[config.mk]
export PLATFORM = sky130hd
export DESIGN_NAME = sv32_mmu_top
export DESIGN_NICKNAME = d
export VERILOG_FILES = /design/src/common/sv32_pkg.sv /design/src/verilog/sv32_mmu_top.sv /design/src/verilog/mem_port_mux.sv /design/src/page_walker/page_walker.sv /design/src/page_walker/pte_check.sv
export SDC_FILE = /design/constraint.sdc
export NUM_CORES = 1
export LEC_CHECK = 0
export BUFFER_PORTS_ARGS = -buffer_cell sky130_fd_sc_hd__buf_2
export CAP_MARGIN = 30
export CORE_ASPECT_RATIO = 0.7
export CORE_UTILIZATION = 55
export CTS_CLUSTER_SIZE = 10
export DETAILED_ROUTE_END_ITERATION = 12
export HOLD_SLACK_MARGIN = 0.1
export PLACE_DENSITY = 0.91
export RECOVER_POWER = 25
export SLEW_MARGIN = 25
export SYNTH_ARGS = -nofsm -noshare
export SYNTH_HDL_FRONTEND = slang
export SYNTH_SLANG_ARGS = --single-unit
[constraint.sdc]
create_clock -name clk -period 11.62 [get_ports clk]
set_input_delay 0.581 -clock clk [delete_from_list [all_inputs] [get_ports clk]]
set_output_delay 0.581 -clock clk [all_outputs]
set_load 0.05 [all_outputs]
[src/common/sv32_pkg.sv]
package sv32_pkg;

    // sv32 field widths
    localparam int PAGE_OFFSET_BITS = 12;
    localparam int VPN_BITS         = 10;
    localparam int PPN_BITS         = 22;
    localparam int PTE_SIZE_LOG2    = 2;

    // satp layout is mode(1) | asid(9) | ppn(22)
    localparam int SATP_MODE_BIT = 31;

    // pte flag positions
    localparam int PTE_V       = 0;
    localparam int PTE_R       = 1;
    localparam int PTE_W       = 2;
    localparam int PTE_X       = 3;
    localparam int PTE_U       = 4;
    localparam int PTE_G       = 5;
    localparam int PTE_A       = 6;
    localparam int PTE_D       = 7;
    // ppn starts above the rsw field
    localparam int PTE_PPN_LSB = 10;

    typedef logic [31:0] vaddr_t;
    typedef logic [31:0] paddr_t;
    typedef logic [31:0] word_t;
    typedef logic [3:0]  wmask_t;
    typedef logic [31:0] pte_t;
    typedef logic [31:0] satp_t;

    typedef logic [PPN_BITS-1:0] ppn_t;
    typedef logic [VPN_BITS-1:0] vpn_t;

    typedef enum logic [1:0] {
        U_MODE = 2'b00,
        S_MODE = 2'b01,
        M_MODE = 2'b11
    } priv_t;

    typedef enum logic {
        ACCESS_FAULT = 1'b0,
        PAGE_FAULT   = 1'b1
    } fault_t;

endpackage
[src/verilog/sv32_mmu_top.sv]
`timescale 1ns/100ps

module sv32_mmu_top (
    input  logic                clk,
    input  logic                reset,
    // core side
    input  logic                req_valid,
    output logic                req_ready,
    input  sv32_pkg::vaddr_t    req_addr,
    input  logic                req_wen,
    input  sv32_pkg::word_t     req_wdata,
    input  sv32_pkg::wmask_t    req_wmask,
    output logic                resp_valid,
    output sv32_pkg::word_t     resp_rdata,
    output logic                resp_error,
    output sv32_pkg::fault_t    resp_fault,
    input  sv32_pkg::priv_t     priv,
    input  sv32_pkg::satp_t     satp,
    input  logic                mxr,
    input  logic                sum,
    // memory side
    output logic                mem_valid,
    input  logic                mem_ready,
    output sv32_pkg::paddr_t    mem_addr,
    output logic                mem_wen,
    output sv32_pkg::word_t     mem_wdata,
    output sv32_pkg::wmask_t    mem_wmask,
    input  logic                mem_resp_valid,
    input  sv32_pkg::word_t     mem_resp_rdata,
    input  logic                mem_resp_error
);

    logic               pte_valid;
    logic               pte_ready;
    sv32_pkg::paddr_t   pte_addr;
    logic               pte_wen;
    sv32_pkg::pte_t     pte_wdata;
    logic               data_valid;
    logic               data_ready;
    sv32_pkg::paddr_t   data_addr;
    logic               data_wen;
    sv32_pkg::word_t    data_wdata;
    sv32_pkg::wmask_t   data_wmask;
    logic               pte_resp_valid;
    logic               data_resp_valid;

    page_walker u_page_walker (
        .clk             (clk),
        .reset           (reset),
        .req_valid       (req_valid),
        .req_ready       (req_ready),
        .req_addr        (req_addr),
        .req_wen         (req_wen),
        .req_wdata       (req_wdata),
        .req_wmask       (req_wmask),
        .resp_valid      (resp_valid),
        .resp_rdata      (resp_rdata),
        .resp_error      (resp_error),
        .resp_fault      (resp_fault),
        .priv            (priv),
        .satp            (satp),
        .mxr             (mxr),
        .sum             (sum),
        .pte_valid       (pte_valid),
        .pte_ready       (pte_ready),
        .pte_addr        (pte_addr),
        .pte_wen         (pte_wen),
        .pte_wdata       (pte_wdata),
        .data_valid      (data_valid),
        .data_ready      (data_ready),
        .data_addr       (data_addr),
        .data_wen        (data_wen),
        .data_wdata      (data_wdata),
        .data_wmask      (data_wmask),
        .pte_resp_valid  (pte_resp_valid),
        .data_resp_valid (data_resp_valid),
        .mem_rdata       (mem_resp_rdata),
        .mem_error       (mem_resp_error)
    );

    // single port shared by walks, data and write-backs
    mem_port_mux u_mem_port_mux (
        .clk             (clk),
        .reset           (reset),
        .pte_valid       (pte_valid),
        .pte_ready       (pte_ready),
        .pte_addr        (pte_addr),
        .pte_wen         (pte_wen),
        .pte_wdata       (pte_wdata),
        .data_valid      (data_valid),
        .data_ready      (data_ready),
        .data_addr       (data_addr),
        .data_wen        (data_wen),
        .data_wdata      (data_wdata),
        .data_wmask      (data_wmask),
        .pte_resp_valid  (pte_resp_valid),
        .data_resp_valid (data_resp_valid),
        .mem_valid       (mem_valid),
        .mem_ready       (mem_ready),
        .mem_addr        (mem_addr),
        .mem_wen         (mem_wen),
        .mem_wdata       (mem_wdata),
        .mem_wmask       (mem_wmask),
        .mem_resp_valid  (mem_resp_valid)
    );

endmodule

[src/verilog/mem_port_mux.sv]
`timescale 1ns/100ps

module mem_port_mux (
    input  logic                clk,
    input  logic                reset,
    input  logic                pte_valid,
    output logic                pte_ready,
    input  sv32_pkg::paddr_t    pte_addr,
    input  logic                pte_wen,
    input  sv32_pkg::pte_t      pte_wdata,
    input  logic                data_valid,
    output logic                data_ready,
    input  sv32_pkg::paddr_t    data_addr,
    input  logic                data_wen,
    input  sv32_pkg::word_t     data_wdata,
    input  sv32_pkg::wmask_t    data_wmask,
    output logic                pte_resp_valid,
    output logic                data_resp_valid,
    output logic                mem_valid,
    input  logic                mem_ready,
    output sv32_pkg::paddr_t    mem_addr,
    output logic                mem_wen,
    output sv32_pkg::word_t     mem_wdata,
    output sv32_pkg::wmask_t    mem_wmask,
    input  logic                mem_resp_valid
);

    logic busy;
    // set when the pte side owns the outstanding request
    logic owner_pte;

    assign mem_valid = !busy && (pte_valid || data_valid);
    assign mem_addr  = pte_valid ? pte_addr  : data_addr;
    assign mem_wen   = pte_valid ? pte_wen   : data_wen;
    assign mem_wdata = pte_valid ? pte_wdata : data_wdata;
    // pte write-backs always cover the whole word
    assign mem_wmask = pte_valid ? 4'hf : data_wmask;

    assign pte_ready  = !busy && mem_ready;
    assign data_ready = !busy && mem_ready;

    assign pte_resp_valid  = mem_resp_valid && busy && owner_pte;
    assign data_resp_valid = mem_resp_valid && busy && !owner_pte;

    always_ff @(posedge clk) begin
        if (reset) begin
            busy      <= 1'b0;
            owner_pte <= 1'b0;
        end else if (mem_valid && mem_ready) begin
            busy      <= 1'b1;
            owner_pte <= pte_valid;
        end else if (mem_resp_valid) begin
            busy <= 1'b0;
        end
    end

    // walker never raises pte and data requests together
    a_one_requester: assert property (@(posedge clk) disable iff (reset)
        !(pte_valid && data_valid));

    // memory only answers what was accepted
    a_resp_needs_req: assert property (@(posedge clk) disable iff (reset)
        mem_resp_valid |-> busy);

endmodule

[src/page_walker/page_walker.sv]
`timescale 1ns/100ps

module page_walker (
    input  logic                clk,
    input  logic                reset,
    // core request
    input  logic                req_valid,
    output logic                req_ready,
    input  sv32_pkg::vaddr_t    req_addr,
    input  logic                req_wen,
    input  sv32_pkg::word_t     req_wdata,
    input  sv32_pkg::wmask_t    req_wmask,
    // core response
    output logic                resp_valid,
    output sv32_pkg::word_t     resp_rdata,
    output logic                resp_error,
    output sv32_pkg::fault_t    resp_fault,
    input  sv32_pkg::priv_t     priv,
    input  sv32_pkg::satp_t     satp,
    input  logic                mxr,
    input  logic                sum,
    // toward the port mux
    output logic                pte_valid,
    input  logic                pte_ready,
    output sv32_pkg::paddr_t    pte_addr,
    output logic                pte_wen,
    output sv32_pkg::pte_t      pte_wdata,
    output logic                data_valid,
    input  logic                data_ready,
    output sv32_pkg::paddr_t    data_addr,
    output logic                data_wen,
    output sv32_pkg::word_t     data_wdata,
    output sv32_pkg::wmask_t    data_wmask,
    input  logic                pte_resp_valid,
    input  logic                data_resp_valid,
    input  sv32_pkg::word_t     mem_rdata,
    input  logic                mem_error
);

    typedef enum logic [2:0] {
        IDLE,
        PTE_REQ,
        PTE_WAIT,
        DATA_REQ,
        DATA_WAIT,
        RESP,
        AD_REQ,
        AD_WAIT
    } state_t;

    localparam int VPN0_LSB = sv32_pkg::PAGE_OFFSET_BITS;
    localparam int VPN1_LSB = sv32_pkg::PAGE_OFFSET_BITS + sv32_pkg::VPN_BITS;
    localparam int FULL_BITS = sv32_pkg::PPN_BITS + sv32_pkg::PAGE_OFFSET_BITS;

    state_t             state;
    logic               translate;
    sv32_pkg::vaddr_t   s_addr;
    logic               s_wen;
    sv32_pkg::word_t    s_wdata;
    sv32_pkg::wmask_t   s_wmask;
    logic               level;
    sv32_pkg::paddr_t   walk_addr;
    sv32_pkg::pte_t     leaf_pte;
    sv32_pkg::paddr_t   phys_addr;
    sv32_pkg::word_t    result_rdata;
    logic               result_error;
    sv32_pkg::fault_t   result_fault;
    sv32_pkg::pte_t     cur_pte;
    logic               is_leaf;
    logic               page_fault;
    logic               need_ad;
    logic [FULL_BITS-1:0] next_table;
    logic [FULL_BITS-1:0] leaf_addr;

    assign translate = priv != sv32_pkg::M_MODE && satp[sv32_pkg::SATP_MODE_BIT];
    assign cur_pte   = sv32_pkg::pte_t'(mem_rdata);

    pte_check u_pte_check (
        .pte        (cur_pte),
        .level      (level),
        .is_store   (s_wen),
        .priv       (priv),
        .mxr        (mxr),
        .sum        (sum),
        .is_leaf    (is_leaf),
        .page_fault (page_fault)
    );

    // next table entry at ppn*4096 + vpn0*4
    assign next_table = {cur_pte[31:sv32_pkg::PTE_PPN_LSB], s_addr[VPN0_LSB +: sv32_pkg::VPN_BITS],
                         {sv32_pkg::PTE_SIZE_LOG2{1'b0}}};
    // megapage keeps vpn0 from the virtual address
    assign leaf_addr = level ?
        {cur_pte[31:20], s_addr[VPN0_LSB +: sv32_pkg::VPN_BITS], s_addr[VPN0_LSB-1:0]} :
        {cur_pte[31:sv32_pkg::PTE_PPN_LSB], s_addr[VPN0_LSB-1:0]};

    assign need_ad = !leaf_pte[sv32_pkg::PTE_A] || (s_wen && !leaf_pte[sv32_pkg::PTE_D]);

    // bare mode goes straight to the data side of the mux
    assign req_ready  = translate ? state == IDLE : data_ready;
    assign resp_valid = translate ? state == RESP : data_resp_valid;
    assign resp_rdata = translate ? result_rdata  : mem_rdata;
    assign resp_error = translate ? result_error  : mem_error;
    assign resp_fault = translate ? result_fault  : sv32_pkg::ACCESS_FAULT;

    assign data_valid = translate ? state == DATA_REQ : req_valid;
    assign data_addr  = translate ? phys_addr : req_addr;
    assign data_wen   = translate ? s_wen     : req_wen;
    assign data_wdata = translate ? s_wdata   : req_wdata;
    assign data_wmask = translate ? s_wmask   : req_wmask;

    // walk_addr still points at the leaf pte during write-back
    assign pte_valid = state == PTE_REQ || state == AD_REQ;
    assign pte_addr  = walk_addr;
    assign pte_wen   = state == AD_REQ;
    assign pte_wdata = leaf_pte | (sv32_pkg::pte_t'(1) << sv32_pkg::PTE_A)
                     | (sv32_pkg::pte_t'(s_wen) << sv32_pkg::PTE_D);

    always_ff @(posedge clk) begin
        if (reset) begin
            state <= IDLE;
        end else begin
            case (state)
                IDLE: begin
                    if (translate && req_valid) begin
                        state <= PTE_REQ;
                        level <= 1'b1;
                        // root ppn*4096 + vpn1*4
                        walk_addr <= sv32_pkg::paddr_t'({satp[sv32_pkg::PPN_BITS-1:0],
                            req_addr[VPN1_LSB +: sv32_pkg::VPN_BITS],
                            {sv32_pkg::PTE_SIZE_LOG2{1'b0}}});
                    end
                end
                PTE_REQ: begin
                    if (pte_ready) begin
                        state <= PTE_WAIT;
                    end
                end
                PTE_WAIT: begin
                    if (pte_resp_valid) begin
                        if (mem_error || page_fault) begin
                            state        <= RESP;
                            result_error <= 1'b1;
                            result_fault <= mem_error ? sv32_pkg::ACCESS_FAULT
                                                      : sv32_pkg::PAGE_FAULT;
                        end else if (is_leaf) begin
                            state     <= DATA_REQ;
                            leaf_pte  <= cur_pte;
                            phys_addr <= leaf_addr[31:0];
                        end else begin
                            state     <= PTE_REQ;
                            level     <= 1'b0;
                            walk_addr <= next_table[31:0];
                        end
                    end
                end
                DATA_REQ: begin
                    if (data_ready) begin
                        state <= DATA_WAIT;
                    end
                end
                DATA_WAIT: begin
                    if (data_resp_valid) begin
                        state        <= RESP;
                        result_rdata <= mem_rdata;
                        result_error <= mem_error;
                        result_fault <= sv32_pkg::ACCESS_FAULT;
                    end
                end
                RESP: begin
                    state <= (!result_error && need_ad) ? AD_REQ : IDLE;
                end
                AD_REQ: begin
                    if (pte_ready) begin
                        state <= AD_WAIT;
                    end
                end
                AD_WAIT: begin
                    // idle only once the write-back is answered
                    if (pte_resp_valid) begin
                        state <= IDLE;
                    end
                end
                default: state <= IDLE;
            endcase
        end
    end

    // the payload side is loaded on acceptance only
    always_ff @(posedge clk) begin
        if (state == IDLE && translate && req_valid) begin
            s_addr  <= req_addr;
            s_wen   <= req_wen;
            s_wdata <= req_wdata;
            s_wmask <= req_wmask;
        end
    end

    // no new request accepted while a walk is in progress
    a_busy_after_accept: assert property (@(posedge clk) disable iff (reset)
        state != IDLE |-> !req_ready);

    // responses are single pulses, in both modes
    a_resp_pulse: assert property (@(posedge clk) disable iff (reset)
        resp_valid |=> !resp_valid);

endmodule

[src/page_walker/pte_check.sv]
`timescale 1ns/100ps

module pte_check (
    input  sv32_pkg::pte_t  pte,
    input  logic            level,
    input  logic            is_store,
    input  sv32_pkg::priv_t priv,
    input  logic            mxr,
    input  logic            sum,
    output logic            is_leaf,
    output logic            page_fault
);

    logic v;
    logic r;
    logic w;
    logic x;
    logic u;
    logic g;
    logic a;
    logic d;
    sv32_pkg::vpn_t ppn0;

    assign v    = pte[sv32_pkg::PTE_V];
    assign r    = pte[sv32_pkg::PTE_R];
    assign w    = pte[sv32_pkg::PTE_W];
    assign x    = pte[sv32_pkg::PTE_X];
    assign u    = pte[sv32_pkg::PTE_U];
    assign g    = pte[sv32_pkg::PTE_G];
    assign a    = pte[sv32_pkg::PTE_A];
    assign d    = pte[sv32_pkg::PTE_D];
    assign ppn0 = pte[sv32_pkg::PTE_PPN_LSB +: sv32_pkg::VPN_BITS];

    // x=w=r=0 means pointer to the next table
    assign is_leaf = r | w | x;

    always_comb begin
        page_fault = 1'b0;
        // invalid, reserved or global encodings
        if (!v || (w && !r) || g) begin
            page_fault = 1'b1;
        end
        // a/d/u are reserved on pointers, and level 0 has no next table
        if (!is_leaf && (a || d || u || !level)) begin
            page_fault = 1'b1;
        end
        if (is_leaf) begin
            // privilege vs user bit
            if (priv == sv32_pkg::S_MODE && u && !sum) begin
                page_fault = 1'b1;
            end
            if (priv == sv32_pkg::U_MODE && !u) begin
                page_fault = 1'b1;
            end
            // access type vs permission bits
            if (is_store && !w) begin
                page_fault = 1'b1;
            end
            if (!is_store && !r && !(mxr && x)) begin
                page_fault = 1'b1;
            end
            // misaligned megapage
            if (level && ppn0 != '0) begin
                page_fault = 1'b1;
            end
        end
    end

endmodule

== Yosys cells after proc, flatten, opt, wreduce, memory -nomap -nowiden ==
Cells that the tools add are included.

* Bits in registers: 195
* Output and inout port bits: 106
* Logic and storage cells: 149

* Eq/ne operators: 19
* Mux-type cells: 55
* Bitwise operators: 5
* Reduce and logical (&&, ||, !) cells: 56

{| class="wikitable"
|+ Operator list
! kind !! number
|-
| 32-bit 2-to-1 mux || 9
|-
| 32-bit case mux with 2 select lines || 1
|-
| 32-bit by 8-bit bitwise OR with 32-bit output || 1
|-
| 1-bit 2-to-1 mux || 28
|-
| 3-bit 2-to-1 mux || 9
|-
| 3-bit case mux with 8 select lines || 1
|-
| 1-bit logical AND || 22
|-
| 22-bit 2-to-1 mux || 1
|-
| 1-bit logical NOT || 14
|-
| 2-bit != test, second input constant || 7
|-
| 3-bit == test, second input constant || 4
|-
| 5-bit AND reduction || 2
|-
| 10-bit nonzero test || 1
|-
| 1-bit logical OR || 9
|-
| 4-bit 2-to-1 mux || 2
|-
| 2-bit by 1-bit != test with 1-bit output, second input constant || 4
|-
| 7-bit AND reduction || 1
|-
| 3-bit by 2-bit == test with 1-bit output, second input constant || 2
|-
| 1-bit case mux with 2 select lines || 3
|-
| 6-bit AND reduction || 1
|-
| 2-bit nonzero test || 3
|-
| 3-bit by 1-bit == test with 1-bit output, second input constant || 1
|-
| 3-bit logical NOT || 1
|-
| 3-bit AND reduction || 1
|-
| 5 further kinds || 7
|}

== Depth between registers and ports, before layout ==
Gate-level depths: netlist of run 1.

* Depth in word-level cells: 16
* Mapped depth: 7
* Gate-level depth less buffers: 5

== Modules after synthesis ==
From an unflattened synthesis of run 1, not the netlist that was laid out.

* Cell total of the unflattened synthesis: 823
* Area, all modules: 9172.5 µm²

{| class="wikitable"
|+ Modules (own cells, without submodules)
! module !! instances !! cells each !! area each (µm²)
|-
| page_walker || 1 || 715 || 7800.0
|-
| mem_port_mux || 1 || 92 || 1251.2
|-
| pte_check || 1 || 16 || 121.4
|}

== Worst setup path before layout of run 1 ==
OpenSTA, ideal clock, no wires.

* Path type: input-to-reg
* From: in mem_resp_rdata[12]
* To: reg u_page_walker.leaf_pte[0] (enable)
* Library setup time: 0.456 ns
* Arrival time: 3.833 ns
* Required time: 11.164 ns
* Slack: 7.331 ns
* Stages: 5
* Buffers on the path: 0
* Cells stage by stage: or4_1 -> o41ai_2 -> and3_1 -> nand4_1 -> nor3_2

* Word-level cells in the longest chain between the ends: 7

{| class="wikitable"
|+ RTL lines
! item !! RTL line !! text
|-
| from (decl) || sv32_mmu_top.sv:29 || <nowiki>input sv32_pkg::word_t mem_resp_rdata,</nowiki>
|-
| 10-bit nonzero test || pte_check.sv:63 || <nowiki>if (level && ppn0 != '0) begin</nowiki>
|-
| 1-bit logical AND || pte_check.sv:63 ||
|-
| 1-bit 2-to-1 mux || pte_check.sv:63 ||
|-
| 1-bit 2-to-1 mux || pte_check.sv:47 || <nowiki>if (is_leaf) begin</nowiki>
|-
| 1-bit logical OR || page_walker.sv:141 || <nowiki>if (mem_error || page_fault) begin</nowiki>
|-
| 1-bit inverter (no line) || n/a ||
|-
| 5-bit AND reduction (no line) || n/a ||
|-
| to (signal assigned) || page_walker.sv:148 || <nowiki>leaf_pte <= cur_pte;</nowiki>
|-
| to (decl) || page_walker.sv:63 || <nowiki>sv32_pkg::pte_t leaf_pte;</nowiki>
|}

Every way passes these cells.
A chain may end at the register's enable or synchronous reset.

== Final worst setup path of run 1 ==
* From: reg u_page_walker.state[1]
* To: out mem_addr[29]

* Word-level cells in the longest chain between the ends: 3
* Elaborated cells on any way between the ends: 4

{| class="wikitable"
|+ RTL lines
! item !! RTL line !! text
|-
| from (decl) || page_walker.sv:55 || <nowiki>state_t state;</nowiki>
|-
| from (signal assigned) || page_walker.sv:171 || <nowiki>state <= (!result_error && need_ad) ? AD_REQ : IDLE;</nowiki>
|-
| 3-bit by 1-bit == test with 1-bit output or 3-bit == test (tied branches) || page_walker.sv:113 || <nowiki>assign pte_valid = state == PTE_REQ || state == AD_REQ;</nowiki>
|-
| 1-bit logical OR * || page_walker.sv:113 ||
|-
| 32-bit 2-to-1 mux * || mem_port_mux.sv:33 || <nowiki>assign mem_addr = pte_valid ? pte_addr : data_addr;</nowiki>
|-
| to (decl) || sv32_mmu_top.sv:24 || <nowiki>output sv32_pkg::paddr_t mem_addr,</nowiki>
|}

Mark *: on every way between the ends. The rest lies on a longest branch, timed or not.

==> summary.md, run 1 <==
| Metric | Value |
|---|---|
| Status | `completed` |
| Max-slew violation total from the final report | `0` |
| Max-slew headroom | `35.3%` |
| Period Utilization, post-route | `33.3%` |
| Number of nets at the end of the flow | `1,021` |
| Cell count after synthesis | `654` |
| Wire length reported by the detailed router | `20,900 um` |
| Max Cap Violations | `0` |
| Cell taking the most area after synthesis | `edfxtp_1` |
| Flip-flop and latch count after synthesis | `183` |
| Slew of the pin with the lowest slew margin | `0.970 ns` |
| Fmax | `0.258 GHz` |
| Count of unique library cells instantiated by Yosys | `45` |
| Number of iterations in the first detailed-routing pass | `6` |
| Final core utilization | `69.2%` |
| Most frequent cell after synthesis | `edfxtp_1` |
| Internal reg-to-reg setup slack | `8.29 ns` |
| Stages on the worst setup path | `7` |
| Final critical-path required period | `3.87 ns` |
| Antenna diode instance count | `0` |
| Ports placed on the boundary | `249` |
| Number of placement rows | `37` |
| Peak VDD IR | `0.000103 V` |
| DIE AREA | `15,500 sq um` |
| FF+latch area | `5450 sq um` |
| Number of sinks handled by clock tree synthesis | `183` |
| Pwr per Cell Area | `166 nW/um^2` |
| Count of unresolved DRC violations after routing | `0` |
| Synthesized-area fraction occupied by and/or/nand/nor cells | `11.8%` |
| Worst R2R Start | `u_page_walker.level$_DFFE_PP_` |
| Layout cells sized above 1 | `26.7%` |
| Remaining Overflow, GRT | `0` |
| Final RePlAce weighted congestion | `0.891` |
| Vertical die dimension | `104 um` |
| Combinational family with the most area after synthesis | `multiplexers` |
| End point of the critical path | `mem_addr[29]` |
| Xor/xnor cell area share of the yosys netlist | `0%` |
| Fraction of the mapped netlist area in adder cells | `0%` |
| Number of warnings printed during yosys synthesis | `0` |
| Largest stage delay, worst path | `0.59 ns` |
| Vias in the first global route | `5,812` |
| Number of setup buffers added after CTS | `0` |
| Critical-path top delay cell | `o2bb2ai_4` |
| Worst Reg-to-Reg Cells | `6` |
| Post-Syn Nets | `797` |
| HP Class | `primary input to flop` |
| Number of buffers created by CTS | `17` |
| Worst r2r dst | `u_page_walker.leaf_pte[2]$_DFFE_PP_` |
| Worst Skew | `0.0106 ns` |
| Clock buffer depth | `2` |
| Setup violations, final | `0` |
| Number of fillers in the final layout | `1,113` |
| Maximum fanout count along the critical path | `76` |
| Multi-input logic area | `2660 sq um` |
| Endpoints failing hold | `0` |
| Cell Chain, Critical Path | `inv_1, o2bb2ai_4, buf_16, buf_4, nand2_1, o21ai_0, buf_2` |
| Required arrival time at the worst endpoint | `11.04 ns` |
| Synth async-reset ratio | `0%` |
| Drt first-iter violations | `534` |
| Number of buffers and inverters on the critical path | `4` |
| Detailed-route vias per instance | `5.59` |
| Placed wire-length estimate after detailed placement | `14,200 um` |
| Placed cell count | `1,053` |
| Sum of negative setup slack | `0 ns` |
| Post-route design area | `10,100 sq um` |
| Clock Tree Root | `clkbuf_16` |
| Kind of start point of the critical path | `flop` |
| Post-synthesis sequential area ratio | `66.1%` |
| Clock edge transition at the registers on the reported setup and hold paths | `0.07 ns` |
| Core region area | `14,700 sq um` |
| Beginning of the critical path | `u_page_walker.state[1]$_SDFFE_PP0P_` |
| Nature of the critical path endpoint | `output pin` |
| IO Port Bufs | `237` |
| Global-route usage over all layers | `27.6%` |
| Yosys top cell area share | `64.9%` |
| Syn Area/Cell | `12.6 sq um` |
| Reported leakage power | `0.00388 uW` |
| TritonCTS clock tree | `done` |
| Number of H-tree levels | `4` |
| Setup Crit Path Kind | `flop to output pin` |
| Routed wire length per instance | `19.3 um` |
| Leading post-synthesis cells by cell area | `edfxtp_1 (65%), nand2_1 (8.1%), mux2i_1 (7.7%)` |
| Non-filler cells, final | `1,086` |
| Count of flip-flops with a built-in enable after synthesis | `178` |
| CTS hold repair buffers | `0` |
| DR vias | `6,074` |
| Initial standard-cell utilization of the core | `56.1%` |
| Fraction of synthesized area in multiplexers | `13.3%` |
| Die X-Extent | `148 um` |
| Global-route wire length before repair | `31,400 um` |
| Total cell area at the placement stage | `9620 sq um` |
| Netlist area before placement | `8240 sq um` |
| Delay-heaviest family, CP | `buffers and inverters` |
| Synthesized-area fraction occupied by ao, oa, aoi and oai cells | `6.61%` |
| Number of nets with antenna violations after detailed routing | `0` |
| Largest net degree at the start of global routing | `77` |
| Clk Latency, worst-skew pair | `0.43 ns` |
| Antenna violations before repair | `0` |
| Endpoint arrival time on the critical path | `3.29 ns` |
| Most instantiated flip-flop cell in the synthesis netlist | `edfxtp_1` |
| Count of cells resized by post-cts repair | `0` |
| Worst hold slack across all endpoints | `0.340 ns` |
| Most common library cells after synthesis | `edfxtp_1 (178), nand2_1 (177), o21ai_0 (69), mux2i_1 (63), clkbuf_1 (22)` |
| Area growth, synth to finish | `23.2%` |
| RSZ-0062 raised after global routing | `false` |
## layer usage
layer | vias up | GRT usage, % | routed length (um)
met5 | - | 0 | 0
li1 | 2839 | - | -
met1 | 2912 | 38.4 | 9110
met4 | 0 | 8.84 | 313
met2 | 299 | 43.4 | 9790
met3 | 24 | 5.92 | 1730
## worst min-delay path by stage
stage	cells after the start	to	slack, ns	startpoint
2_1_floorplan	0	u_page_walker.phys_addr[0]$_DFFE_PP_	0.40	u_page_walker.s_addr[0]$_DFFE_PP_
3_3_place_gp	0	u_page_walker.phys_addr[6]$_DFFE_PP_	0.40	u_page_walker.s_addr[6]$_DFFE_PP_
6_report	1	u_page_walker.s_wdata[7]$_DFFE_PP_	0.34	req_wdata[7]
5_1_grt	1	u_page_walker.s_wmask[3]$_DFFE_PP_	0.32	req_wmask[3]
4_1_cts	1	u_page_walker.s_addr[13]$_DFFE_PP_	0.32	req_addr[13]
3_5_place_dp	0	u_page_walker.phys_addr[5]$_DFFE_PP_	0.41	u_page_walker.s_addr[5]$_DFFE_PP_
## final cells by class
cell class	instances	share of cell area, %
sequential	183	53.7
inverter	6	0.222
timing repair buffer	244	11.7
clock buffer	17	4.19
multi-input combinational	426	26.2
tap	195	2.40
clock inverter	15	1.63
## state kept, by name, summed over array words and instances (netlist names), 3 cells and up
signal	cells
u_page_walker.pte_addr	30
u_page_walker.state	3
u_page_walker.s_wdata	32
u_page_walker.leaf_pte	23
u_page_walker.phys_addr	31
u_page_walker.s_wmask	4
u_page_walker.result_rdata	32
u_page_walker.s_addr	22
## through the flow
step           worst slack [ns]  total power, uW
2_1_floorplan              7.33             1030
3_3_place_gp               7.82             1130
3_5_place_dp               7.83             1140
4_1_cts                    7.78             1700
5_1_grt                    7.54             1740
6_report                   7.75             1690
## power breakdown
part / internal [uW] / total (uW) / switching, uW
logic: 86.4 / 363 / 276
registers: 747 / 755 / 7.82
clock network: 305 / 571 / 265
total: 1140 / 1690 / 550
## cells by family after synthesis
kind of cell,after synthesis
flops,183
compound gates,97
simple gates,225
mux,104
buf+inv,45
## cells in the final DEF, fill, tap and decap left out, drive strengths merged, types with 2 or more instances in the layout
| cell type | count |
|---|---|
| mux2 | 41 |
| dfxtp | 5 |
| a21oi | 9 |
| nor4bb | 2 |
| edfxtp | 178 |
| clkbuf | 88 |
| nor2 | 9 |
| clkinv | 4 |
| or4 | 2 |
| inv | 13 |
| o21ai | 72 |
| nand2b | 6 |
| nor3 | 5 |
| o22ai | 2 |
| buf | 173 |
| and3 | 3 |
| nor2b | 4 |
| nand3 | 2 |
| or3 | 2 |
| clkinvlp | 3 |
| nand3b | 6 |
| a211oi | 3 |
| and2 | 2 |
| mux2i | 63 |
| nand2 | 177 |
No activity file was read; power rests on OpenSTA's default activity.
==> run 2, diff against run 1 <==
--- a/config.mk
+++ b/config.mk
@@ -8,11 +8,11 @@
 export BUFFER_PORTS_ARGS = -buffer_cell sky130_fd_sc_hd__buf_2
 export CAP_MARGIN = 30
 export CORE_ASPECT_RATIO = 0.7
-export CORE_UTILIZATION = 55
+export CORE_UTILIZATION = 47
 export CTS_CLUSTER_SIZE = 10
 export DETAILED_ROUTE_END_ITERATION = 12
 export HOLD_SLACK_MARGIN = 0.1
-export PLACE_DENSITY = 0.91
+export PLACE_DENSITY = 0.83
 export RECOVER_POWER = 25
 export SLEW_MARGIN = 25
 export SYNTH_ARGS = -nofsm -noshare
==> constraint.sdc (replaced) <==
create_clock -name clk -period 3.4 [get_ports clk]
set_input_delay 0.17 -clock clk [delete_from_list [all_inputs] [get_ports clk]]
set_output_delay 0.17 -clock clk [all_outputs]
set_load 0.05 [all_outputs]
==> run 2 against run 1 <==
Global-route usage is 0.73 points lower. Clock-buffer cell count stayed put. Die area is 17% higher. Flip-flop and latch count stayed put. Core utilization is 3.0 points lower. Highest routed layer unchanged. Largest cell class unchanged. Power grew to 3.5 times the previous value. Critical path depth is 1 lower.
==> summary.md, run 2 (synthesized netlist as in run 1, its figures left out) <==
| Metric | Value |
|---|---|
| Sequential share of power | `44.1%` |
| Endpoint arrival time on the critical path | `2.90 ns` |
| Fraction of power consumed by the clock network | `32.3%` |
| Status | `completed` |
| Pwr per Cell Area | `514 nW/um^2` |
| Clock buffer depth | `2` |
| Required arrival time at the worst endpoint | `3.23 ns` |
| RSZ-0062 raised after global routing | `false` |
| Number of nets with antenna violations after detailed routing | `0` |
| Nature of the critical path endpoint | `output pin` |
| Vertical die dimension | `113 um` |
| Most frequent cells in the layout | `edfxtp_1 (178), nand2_1 (177), buf_2 (165), dlygate4sd3_1 (118), clkbuf_1 (72)` |
| Max-slew headroom | `38.7%` |
| DR vias | `6,626` |
| Number of iterations in the first detailed-routing pass | `4` |
| Routed wire length per instance | `19.2 um` |
| Max-slew violation total from the final report | `0` |
| Global-route wire length before repair | `36,400 um` |
| Number of fillers in the final layout | `1,236` |
| Number of H-tree levels | `4` |
| Wire length reported by the detailed router | `23,800 um` |
| Worst slack at placement | `0.755 ns` |
| Most common cell after layout, fill and taps aside | `edfxtp_1` |
| Placed wire-length estimate after detailed placement | `14,700 um` |
| Global-route usage over all layers | `26.9%` |
| Maximum fanout count along the critical path | `36` |
| Die X-Extent | `160 um` |
| Gate power share | `23.6%` |
| Antenna violations before repair | `0` |
| Number of sinks handled by clock tree synthesis | `183` |
| Slew of the pin with the lowest slew margin | `0.920 ns` |
| Detailed-route vias per instance | `5.33` |
| Number of placement rows | `40` |
| Reported leakage power | `0.00438 uW` |
| Final RePlAce weighted congestion | `0.869` |
| Number of buffers created by CTS | `17` |
| Count of cells resized by post-cts repair | `0` |
| FF+latch area | `5450 sq um` |
| Switching part of the total power | `32.3%` |
| Core region area | `17,200 sq um` |
| Clock Tree Root | `clkbuf_16` |
| Multi-input logic area | `2660 sq um` |
| Number of nets at the end of the flow | `1,144` |
| Sum of negative setup slack | `0 ns` |
| Setup violations, final | `0` |
| DIE AREA | `18,100 sq um` |
| Post-route design area | `11,400 sq um` |
| Area growth, synth to finish | `37.9%` |
| Largest net degree at the start of global routing | `60` |
| Top Registers | `u_page_walker.result_rdata x32, u_page_walker.s_wdata x32, u_page_walker.phys_addr x31` |
| Vias in the first global route | `6,559` |
| Endpoints failing hold | `0` |
| Final critical-path required period | `3.07 ns` |
| HP Class | `primary input to flop` |
| Total cell area at the placement stage | `9720 sq um` |
| Max Cap Violations | `0` |
| IO Port Bufs | `237` |
| Peak VDD IR | `0.000435 V` |
| Worst Skew | `0.00990 ns` |
| Remaining Overflow, GRT | `0` |
| Period Utilization, post-route | `90.4%` |
| Internal power | `3960 uW` |
| Layout cells sized above 1 | `23.7%` |
| Ports placed on the boundary | `249` |
| Fmax | `0.325 GHz` |
| Clock edge transition at the registers on the reported setup and hold paths | `0.06 ns` |
| TritonCTS clock tree | `done` |
| Kind of start point of the critical path | `flop` |
| Initial standard-cell utilization of the core | `48.0%` |
| Count of unresolved DRC violations after routing | `0` |
| Drt first-iter violations | `601` |
| Antenna diode instance count | `0` |
| Setup Crit Path Kind | `flop to output pin` |
| Final WS setup | `0.327 ns` |
| Clk Latency, worst-skew pair | `0.42 ns` |
| Reported net switching power | `1890 uW` |
-- run 2: cell types whose count changed in the layout (fill, tap and decap cells not counted), moves of 2 or more --
cell | before | now
buf_12 | 0 | 2
clkinv_4 | 1 | 3
inv_6 | 5 | 3
clkinv_8 | 2 | 0
dlygate4sd3_1 | 0 | 118
buf_4 | 5 | 10
buf_16 | 2 | 0
clkinv_2 | 1 | 3
-- run 2: repair_timing --
| item | in CTS | in global routing |
|---|---|---|
| setup buffers | 0 | 0 |
| endpoints found under the setup margin | 0 | 0 |
| endpoints found under the hold margin | 149 | 0 |
| hold buffers | 118 | 0 |
-- run 2: per-stage QoR --
step           total power [uW]  cells  utilization [%]  hold WS, ns
2_1_floorplan              3500    654                -        0.269
3_3_place_gp               3880   1095             56.6        0.361
3_5_place_dp               3890   1095             56.6        0.363
4_1_cts                    5870   1244             66.7        0.103
5_1_grt                    6030   1244             66.2        0.103
6_report                   5840   1244             66.2        0.134
-- run 2: area by class of cell --
cell class              instances  share of cell area, %
flip-flops and latches        183                   47.9
multi-input cells             426                   23.4
repair buffers                367                   21.1
clock buffers                  17                   3.74
well taps                     231                   2.54
clock inverters                14                   1.12
inverters                       6                  0.198
-- run 2: final timing paths --
kind	start	endpoint	slack (ns)	cells past startpoint
max	u_page_walker.state[2]$_SDFFE_PP0P_	mem_addr[15]	0.33	6
min	req_addr[28]	u_page_walker.pte_addr[8]$_DFFE_PP_	0.13	2
max reg2reg	u_page_walker.level$_DFFE_PP_	u_page_walker.pte_addr[5]$_DFFE_PP_	1.05	7
min reg2reg	u_page_walker.s_addr[1]$_DFFE_PP_	u_page_walker.phys_addr[1]$_DFFE_PP_	0.42	0
-- run 2: power by group through the flow --
stage / Clock [uW] / Sequential [uW] / Combinational (uW)
6_report: 1890 / 2580 / 1380
5_1_grt: 2000 / 2580 / 1450
4_1_cts: 1920 / 2580 / 1370
3_5_place_dp: 0 / 2630 / 1260
2_1_floorplan: 0 / 2620 / 887
3_3_place_gp: 0 / 2620 / 1250
-- run 2: worst max-delay path, cell delays in order, from the launching register on --
cell and delay, ns:
dfxtp_1 0.56, nand2b_1 0.21, o2bb2ai_4 0.76, buf_4 0.40, nand2_1 0.07, o21ai_0 0.13, buf_2 0.34
-- run 2: per-layer routing --
| layer | track usage [%] | up-vias | share of wire [%] |
|---|---|---|---|
| li1 | - | 3078 | - |
| met1 | 36.4 | 3192 | 43 |
| met2 | 42.8 | 315 | 47 |
| met3 | 5.94 | 41 | 7.2 |
| met4 | 9.71 | 0 | 2.4 |
| met5 | 0 | - | 0 |
